## src/hdl/pc_settings.svh

```systemverilog
`ifndef PC_SETTINGS_SVH
`define PC_SETTINGS_SVH

//////////////////////////////
// host link widths
//////////////////////////////

// one word from the host PC, valid/ack framed
`define PC_WORD_W 32

// payload carried by register and channel words
`define PC_CONF_W 16

//////////////////////////////
// configuration space
//////////////////////////////

// 6-bit array_id addresses the whole register file
`define PC_NREG 64

// configuration channels, picked by array_id modulo this count
`define PC_NCHAN 2

// a channel joins two PC_CONF_W transmissions into one of these
`define PC_CHAN_OUT_W 32

`endif

```

## src/hdl/pc_pkg.sv

```systemverilog
`include "pc_settings.svh"

package pc_pkg;

  //////////////////////////////
  // host word layout
  //////////////////////////////

  // MSB                                   LSB
  //   1          1         6       8     16
  // [ fpga_or_bd | reg_or_chan | array_id | unused | data ]
  //
  // fpga_or_bd low means the whole word is chip-bound
  // then bits 29:24 carry the leaf code and 23:0 the payload
  typedef struct packed {
    logic                                fpga_or_bd;
    logic                                reg_or_chan;
    logic [5:0]                          array_id;
    logic [`PC_WORD_W-`PC_CONF_W-9:0]    unused;
    logic [`PC_CONF_W-1:0]               data;
  } pc_word_t;

  // what the parser does with a word
  typedef enum logic [1:0] {
    BD_WORD,
    REG_WORD,
    CHAN_WORD
  } word_kind_e;

  // low half first, then high half, then hold for the consumer
  typedef enum logic [1:0] {
    WAIT_LOW,
    WAIT_HIGH,
    HOLD
  } deser_state_e;

  // chip-bound word, top two host bits dropped
  typedef struct packed {
    logic [5:0]              leaf_code;
    logic [`PC_WORD_W-9:0]   payload;
  } bd_word_t;

  // whole register file as one vector, register 0 in the low bits
  typedef logic [`PC_NREG-1:0][`PC_CONF_W-1:0] conf_regs_t;

  // joined channel value, high transmission in the upper half
  typedef logic [`PC_CHAN_OUT_W-1:0] chan_word_t;

  // reset image of the register file
  // register i comes up as 0x0100 + i
  function automatic conf_regs_t build_reset_table();
    conf_regs_t table_out;
    for (int i = 0; i < `PC_NREG; i++) begin
      table_out[i] = `PC_CONF_W'(16'h0100 + i);
    end
    return table_out;
  endfunction

  localparam conf_regs_t reg_reset_table = build_reset_table();

endpackage

```

## src/hdl/input_staller.sv

```systemverilog
`timescale 1ns/100ps

module input_staller (
  // host side
  input  logic            in_valid,
  input  pc_pkg::pc_word_t in_data,
  output logic            in_ack,

  // parser side
  output logic            out_valid,
  output pc_pkg::pc_word_t out_data,
  input  logic            out_ack,

  // level from the traffic manager
  input  logic            stall
);

  //////////////////////////////
  // handshake masking
  //////////////////////////////

  // the word itself is untouched, only the framing is gated
  assign out_data = in_data;

  // parser sees nothing while stalled
  assign out_valid = in_valid & ~stall;

  // and the host never sees an ack, so it keeps holding the word
  assign in_ack = out_ack & ~stall;

  //////////////////////////////
  // checks
  //////////////////////////////

  // no transfer may complete on either side during a stall
  always_comb begin
    if (stall) begin
      assert (!out_valid && !(in_valid && in_ack))
        else $error("input_staller: handshake passed while stalled");
    end
  end

endmodule

```

## src/hdl/pc_parser.sv

```systemverilog
`timescale 1ns/100ps
`include "pc_settings.svh"

module pc_parser (
  input  logic                                  clk,
  input  logic                                  reset,

  // host words, already stall-masked
  input  logic                                  in_valid,
  input  pc_pkg::pc_word_t                      in_data,
  output logic                                  in_ack,

  // register file image
  output pc_pkg::conf_regs_t                    conf_regs,

  // chip-bound passthrough
  output logic                                  bd_valid,
  output pc_pkg::bd_word_t                      bd_data,
  input  logic                                  bd_ack,

  // one 16-bit stream per configuration channel
  output logic [`PC_NCHAN-1:0]                  cfg_valid,
  output logic [`PC_NCHAN-1:0][`PC_CONF_W-1:0]  cfg_data,
  input  logic [`PC_NCHAN-1:0]                  cfg_ack
);

  localparam int REG_ADDR_W = $clog2(`PC_NREG);
  localparam int CHAN_SEL_W = $clog2(`PC_NCHAN);

  pc_pkg::word_kind_e     kind;
  logic [REG_ADDR_W-1:0]  reg_addr;
  logic [CHAN_SEL_W-1:0]  chan_sel;
  logic                   reg_write;

  //////////////////////////////
  // decode
  //////////////////////////////

  // top bit separates chip traffic from fpga traffic
  // next bit picks register vs channel
  always_comb begin
    if (!in_data.fpga_or_bd) begin
      kind = pc_pkg::BD_WORD;
    end else if (!in_data.reg_or_chan) begin
      kind = pc_pkg::REG_WORD;
    end else begin
      kind = pc_pkg::CHAN_WORD;
    end
  end

  // low bits of array_id address the register file or pick a channel
  assign reg_addr = in_data.array_id[REG_ADDR_W-1:0];
  assign chan_sel = in_data.array_id[CHAN_SEL_W-1:0];

  //////////////////////////////
  // register file
  //////////////////////////////

  // register words never wait, so valid alone is a transfer
  assign reg_write = in_valid && (kind == pc_pkg::REG_WORD);

  always_ff @(posedge clk or posedge reset) begin
    if (reset) begin
      conf_regs <= pc_pkg::reg_reset_table;
    end else if (reg_write) begin
      conf_regs[reg_addr] <= in_data.data;
    end
  end

  //////////////////////////////
  // bd passthrough
  //////////////////////////////

  // leaf code sits where array_id is for fpga words
  // payload is everything below it
  assign bd_valid          = in_valid && (kind == pc_pkg::BD_WORD);
  assign bd_data.leaf_code = in_data.array_id;
  assign bd_data.payload   = {in_data.unused, in_data.data};

  //////////////////////////////
  // channel steering
  //////////////////////////////

  // every channel sees the same data, only the addressed one gets valid
  always_comb begin
    for (int i = 0; i < `PC_NCHAN; i++) begin
      cfg_valid[i] = in_valid && (kind == pc_pkg::CHAN_WORD) &&
                     (chan_sel == CHAN_SEL_W'(i));
      cfg_data[i]  = in_data.data;
    end
  end

  //////////////////////////////
  // host ack
  //////////////////////////////

  // ack comes straight from whichever destination was picked
  always_comb begin
    in_ack = 1'b0;
    if (in_valid) begin
      unique case (kind)
        pc_pkg::BD_WORD:   in_ack = bd_ack;
        pc_pkg::REG_WORD:  in_ack = 1'b1;
        pc_pkg::CHAN_WORD: in_ack = cfg_ack[chan_sel];
        default:           in_ack = 1'b0;
      endcase
    end
  end

  //////////////////////////////
  // checks
  //////////////////////////////

  // a word goes to at most one channel
  cfg_onehot: assert property (
    @(posedge clk) disable iff (reset)
    $onehot0(cfg_valid)
  ) else $error("pc_parser: more than one cfg_valid");

  // and never to a channel and the chip at once
  bd_cfg_excl: assert property (
    @(posedge clk) disable iff (reset)
    !(bd_valid && |cfg_valid)
  ) else $error("pc_parser: bd and cfg valid together");

endmodule

```

## src/hdl/chan_deserializer.sv

```systemverilog
`timescale 1ns/100ps
`include "pc_settings.svh"

module chan_deserializer (
  input  logic                   clk,
  input  logic                   reset,

  // 16-bit stream from the parser
  input  logic                   cfg_valid,
  input  logic [`PC_CONF_W-1:0]  cfg_data,
  output logic                   cfg_ack,

  // joined word to the consumer
  output logic                   chan_valid,
  output pc_pkg::chan_word_t     chan_data,
  input  logic                   chan_ack
);

  pc_pkg::deser_state_e   state;
  logic [`PC_CONF_W-1:0]  low_half;

  //////////////////////////////
  // handshake
  //////////////////////////////

  // accept halves until a full word is waiting, then push back
  assign cfg_ack    = (state != pc_pkg::HOLD);
  assign chan_valid = (state == pc_pkg::HOLD);

  //////////////////////////////
  // state machine
  //////////////////////////////

  always_ff @(posedge clk or posedge reset) begin
    if (reset) begin
      state <= pc_pkg::WAIT_LOW;
    end else begin
      case (state)
        pc_pkg::WAIT_LOW: begin
          if (cfg_valid) begin
            state <= pc_pkg::WAIT_HIGH;
          end
        end
        pc_pkg::WAIT_HIGH: begin
          if (cfg_valid) begin
            state <= pc_pkg::HOLD;
          end
        end
        pc_pkg::HOLD: begin
          // consumer took it, start over with a fresh low half
          if (chan_ack) begin
            state <= pc_pkg::WAIT_LOW;
          end
        end
        default: begin
          state <= pc_pkg::WAIT_LOW;
        end
      endcase
    end
  end

  //////////////////////////////
  // data path
  //////////////////////////////

  // halves only load while ack is high, so valid marks a transfer
  always_ff @(posedge clk) begin
    if (state == pc_pkg::WAIT_LOW && cfg_valid) begin
      low_half <= cfg_data;
    end
    if (state == pc_pkg::WAIT_HIGH && cfg_valid) begin
      chan_data <= {cfg_data, low_half};
    end
  end

  //////////////////////////////
  // checks
  //////////////////////////////

  // once offered, the word stays put until taken
  hold_stable: assert property (
    @(posedge clk) disable iff (reset)
    chan_valid && !chan_ack |=> chan_valid && $stable(chan_data)
  ) else $error("chan_deserializer: output changed before ack");

endmodule

```

## src/hdl/pc_config_top.sv

```systemverilog
`timescale 1ns/100ps
`include "pc_settings.svh"

module pc_config_top (
  input  logic                                clk,
  input  logic                                reset,

  // host link
  input  logic                                pc_valid,
  input  pc_pkg::pc_word_t                    pc_data,
  output logic                                pc_ack,

  // back-pressure from the traffic manager
  input  logic                                stall,

  // chip-bound words
  output logic                                bd_valid,
  output pc_pkg::bd_word_t                    bd_data,
  input  logic                                bd_ack,

  // deserialized configuration channels
  output logic [`PC_NCHAN-1:0]                chan_valid,
  output pc_pkg::chan_word_t [`PC_NCHAN-1:0]  chan_data,
  input  logic [`PC_NCHAN-1:0]                chan_ack,

  // register file
  output pc_pkg::conf_regs_t                  conf_regs
);

  // host channel after stall masking
  logic                                  staged_valid;
  pc_pkg::pc_word_t                      staged_data;
  logic                                  staged_ack;

  // parser to deserializer streams
  logic [`PC_NCHAN-1:0]                  cfg_valid;
  logic [`PC_NCHAN-1:0][`PC_CONF_W-1:0]  cfg_data;
  logic [`PC_NCHAN-1:0]                  cfg_ack;

  //////////////////////////////
  // input side
  //////////////////////////////

  input_staller u_staller (
    .in_valid  (pc_valid),
    .in_data   (pc_data),
    .in_ack    (pc_ack),
    .out_valid (staged_valid),
    .out_data  (staged_data),
    .out_ack   (staged_ack),
    .stall     (stall)
  );

  pc_parser u_parser (
    .clk       (clk),
    .reset     (reset),
    .in_valid  (staged_valid),
    .in_data   (staged_data),
    .in_ack    (staged_ack),
    .conf_regs (conf_regs),
    .bd_valid  (bd_valid),
    .bd_data   (bd_data),
    .bd_ack    (bd_ack),
    .cfg_valid (cfg_valid),
    .cfg_data  (cfg_data),
    .cfg_ack   (cfg_ack)
  );

  //////////////////////////////
  // one deserializer per channel
  //////////////////////////////

  for (genvar i = 0; i < `PC_NCHAN; i++) begin : g_chan
    chan_deserializer u_deser (
      .clk        (clk),
      .reset      (reset),
      .cfg_valid  (cfg_valid[i]),
      .cfg_data   (cfg_data[i]),
      .cfg_ack    (cfg_ack[i]),
      .chan_valid (chan_valid[i]),
      .chan_data  (chan_data[i]),
      .chan_ack   (chan_ack[i])
    );
  end

endmodule

```

## config.mk

```make
export PLATFORM = sky130hd
export DESIGN_NAME = pc_config_top
export DESIGN_NICKNAME = d
export VERILOG_FILES = /design/src/hdl/pc_pkg.sv /design/src/hdl/input_staller.sv /design/src/hdl/pc_parser.sv /design/src/hdl/chan_deserializer.sv /design/src/hdl/pc_config_top.sv
export VERILOG_INCLUDE_DIRS = /design/src /design/src/hdl
export SDC_FILE = /design/constraint.sdc
export NUM_CORES = 2
export LEC_CHECK = 0
export ABC_AREA = 0
export BUFFER_PORTS_ARGS = -buffer_cell sky130_fd_sc_hd__buf_2
export CORE_AREA = 2 2 455 457
export DETAILED_ROUTE_END_ITERATION = 8
export DIE_AREA = 0 0 457 459
export GPL_ROUTABILITY_DRIVEN = 0
export HOLD_SLACK_MARGIN = 0.02
export SYNTH_ARGS = -nofsm -noshare
export SYNTH_HDL_FRONTEND = slang
export SYNTH_SLANG_ARGS = --single-unit
```

## constraint.sdc

```tcl
create_clock -name clk -period 35.9 [get_ports clk]
set_input_delay 3.59 -clock clk [delete_from_list [all_inputs] [get_ports clk]]
set_output_delay 3.59 -clock clk [all_outputs]
set_load 0.05 [all_outputs]
```

==> parameters.txt <==
Parameter                              Value

Yosys
  Number of warning messages in the yosys log ... 0
  Post-synthesis instance area ... 42800 sq um
  Sequential share of the synthesized area ... 67.7%
  Post-synthesis average cell area ... 17.2 sq um
  Register bit count reported by yosys ... 1124
  Synthesized netlist net count ... 2528
  Number of instances in the synthesized netlist ... 2489
  Count of cell types in the netlist ... 38

STA
  Crit path time final ... 8.91 ns
  Maximum frequency from static timing analysis ... 0.112 GHz
  Final Skew ... 0.0521 ns
  Setup_tns ... 0 ns
  Final critical-path share of the clock period ... 24.8%
  Max Transition Viols Final ... 0
  Slew headroom ... 19.7%
  Unrepaired setup endpoints after global routing ... no
  Hold Vio Cnt, Final ... 0
  Finish-stage setup viols ... 0
  Slew @ Worst Pin ... 1.20 ns
  Hold slack ... 0.380 ns

Floorplan
  Initial Util ... 20.8%
  Floorplan Core Area ... 206000 sq um
  Die footprint ... 210000 sq um
  Boundary Pins ... 1161
  Die Width ... 457 um
  Die boundary height ... 459 um
  Site row count ... 167

Clock network
  Later-pin clock latency in the skew report ... 0.75 ns
  Buffers from clock root to sink, at most ... 3
  Register clock-pin slew on the reported worst setup and hold paths ... 0.07 ns
  TritonCTS clock tree ... built
  Post-CTS setup buffer count ... 0
  Number of clock buffers inserted by TritonCTS ... 116
  Clock root cell ... clkbuf_16
  Number of gates given a new drive strength after cts ... 0
  # clock sinks ... 1124
  CTS H-tree depth ... 3
  Number of hold-repair buffers added at the cts stage ... 0

Critical path
  Biggest fanout along the worst timing path ... 14
  Worst Setup Start Kind ... input port
  Largest delay share family, worst path ... buffers and inverters
  Required time of the worst setup path ... 32.31 ns
  Cells along the critical path ... buf_2, mux2_2, a311oi_1, buf_2
  Critical path endpoint category ... primary output
  Worst path most repeated cell ... buf_2
  Worst Path Buf+Inv ... 2
  Critical Path Slowest Stage Cell ... a311oi_1
  Data arrival at the endpoint of the critical path ... 5.32 ns
  Slowest stage delay, CP ... 0.63 ns
  Kind of critical path ... in2out

Global routing
  Vias in the first global route ... 27100
  Maximum number of pins on one net before global-route repair ... 173
  Antenna violations before repair ... 17
  First-pass GRT wire length ... 217000 um
  Remaining global-route overflow ... 0
  Total GRT Usage ... 14.5%

Place
  HPWL reported at the end of detailed placement ... 110000 um
  Count of buffers inserted at the top-level ports ... 1144
  Placed instance count ... 6197

Route
  Via count normalized by instance count ... 4.07
  Number of design-rule violations left by the first detailed-router iteration ... 1514
  Number of search-and-repair iterations in the first detailed-routing pass ... 5
  Remaining antenna violation count after routing ... 0
  Number of remaining DRC errors ... 0
  Wire per inst ... 24.6 um
  Via count ... 26200
  Detailed Route WL ... 158000 um

Final layout
  Layout cells sized above 1 ... 73.9%
  Number of filler cells placed in the layout ... 21100
  Most frequent cells in the layout ... buf_2, mux2_2, dfrtp_1
  Share of the core filled with cells in the final layout ... 27.0%
  Most common cell after layout, fill and taps aside ... buf_2
  Final layout net count ... 3650
  Layout Area Growth over Synthesis ... 29.7%
  Number of non-filler instances in the completed layout ... 6431

Flow run
  Max capacitance violation total ... 0

Power
  Power per unit of standard cell area ... 51.4 nW/um^2
  Peak supply drop ... 0.0413 mV
  Lkg Pwr ... 29.1 nW

Status
  Status ... complete, no violations

Worst hold path
  Worst hold-check path type ... reg2reg
[sequential cells by signal, indices dropped and copies added (netlist names)]
name                      count
g_chan.u_deser.chan_data     64
g_chan.u_deser.low_half      32
u_parser.conf_regs         1024
g_chan.u_deser.state          4
[kinds of logic (layout without fill, tap and decap cells)]
| family | count (synthesis) | count (layout) | synth area share, % |
|---|---|---|---|
| other | 0 | 12 | 0 |
| AOI/OAI and AO/OA | 7 | 7 | 0.102 |
| and+or+nand+nor | 100 | 100 | 1.89 |
| DFF | 1124 | 1124 | 67.7 |
| buffers and inverters | 233 | 1459 | 3.00 |
| muxes | 1025 | 1025 | 27.3 |
[per-stage QoR]
| stage | cell area, sq um | setup slack [ns] | total power, mW |
|---|---|---|---|
| 2_1_floorplan | 42800 | 3.80 | 1.55 |
| 3_5_place_dp | 51500 | 27.00 | 1.63 |
| 5_1_grt | 55400 | 26.96 | 2.95 |
| 3_3_place_gp | 51500 | 27.07 | 1.63 |
| 6_report | 55500 | 26.99 | 2.85 |
| 4_1_cts | 55400 | 26.99 | 2.89 |
[path summary, 6_finish.rpt]
| path | startpoint | to | slack [ns] | depth (start not counted) |
|---|---|---|---|---|
| max in group asynchronous | reset | u_parser.conf_regs[198] | 28.56 | 7 |
| setup / recovery | pc_data[24] | pc_ack | 26.99 | 4 |
| setup reg to reg | g_chan[1].u_deser.state[1] | g_chan[1].u_deser.chan_data[3] | 33.83 | 2 |
| hold / removal | g_chan[1].u_deser.low_half[11] | g_chan[1].u_deser.chan_data[11] | 0.38 | 0 |
| min in group asynchronous | reset | u_parser.conf_regs[982] | 2.96 | 2 |
| hold reg to reg | g_chan[1].u_deser.low_half[11] | g_chan[1].u_deser.chan_data[11] | 0.38 | 0 |
[where the power goes]
part	total [mW]	leakage (nW)	switching [mW]	internal, mW
logic	0.270	13.0	0.217	0.0525
clock network	1.24	1.94	0.531	0.711
registers	1.34	14.2	0.0169	1.32
total	2.85	29.1	0.766	2.08
[Yosys cell counts]
cell type | count | area (sq um)
nand4b_1 | 1 | 8.76
nor3_4 | 12 | 195
a311oi_1 | 1 | 8.76
edfxtp_1 | 96 | 2880
nand3_2 | 1 | 10.0
clkbuf_1 | 117 | 439
nor3_2 | 13 | 130
nand4bb_1 | 1 | 11.3
a21oi_1 | 2 | 10.0
or2b_1 | 1 | 7.51
buf_1 | 6 | 22.5
o21ai_0 | 2 | 10.0
or4b_1 | 1 | 10.0
dfrtp_1 | 772 | 19300
buf_2 | 46 | 230
a21o_1 | 2 | 15.0
nor2_1 | 2 | 7.51
clkbuf_8 | 5 | 68.8
dfstp_2 | 256 | 6730
nand2_1 | 1 | 3.75
and3_1 | 2 | 12.5
mux2_1 | 6 | 67.6
nand3b_2 | 3 | 33.8
mux2_4 | 40 | 601
nor4b_1 | 3 | 26.3
nor4_1 | 2 | 12.5
inv_1 | 3 | 11.3
buf_4 | 44 | 330
nor2b_1 | 2 | 12.5
or3_1 | 2 | 12.5
nand3b_1 | 5 | 37.5
mux2_2 | 979 | 11000
nor3b_1 | 4 | 30.0
nand3_1 | 39 | 195
and4bb_4 | 1 | 16.3
buf_6 | 7 | 78.8
and3b_1 | 4 | 35.0
buf_12 | 5 | 100
[metal layers]
layer	share of wire [%]	GRT usage, %	vias up
met5	0.017	0	-
met2	47	23.9	1033
met1	41	18.1	13900
met3	8.3	4.46	211
li1	-	-	11000
met4	3.0	4.84	4
[area by class of cell]
cell class                      instances  area, sq um  area share (%)
Sequential cell                      1124        28900            52.2
Multi-Input combinational cell       1132        12700            22.8
Clock inverter                         57          599            1.08
Inverter                                3         18.8          0.0338
Clock buffer                          165         3390            6.11
Tap cell                             2704         3380            6.10
Timing Repair Buffer                 1234         6470            11.7
Antenna cell                           12         30.0          0.0541
No activity file was read; power rests on OpenSTA's default activity.
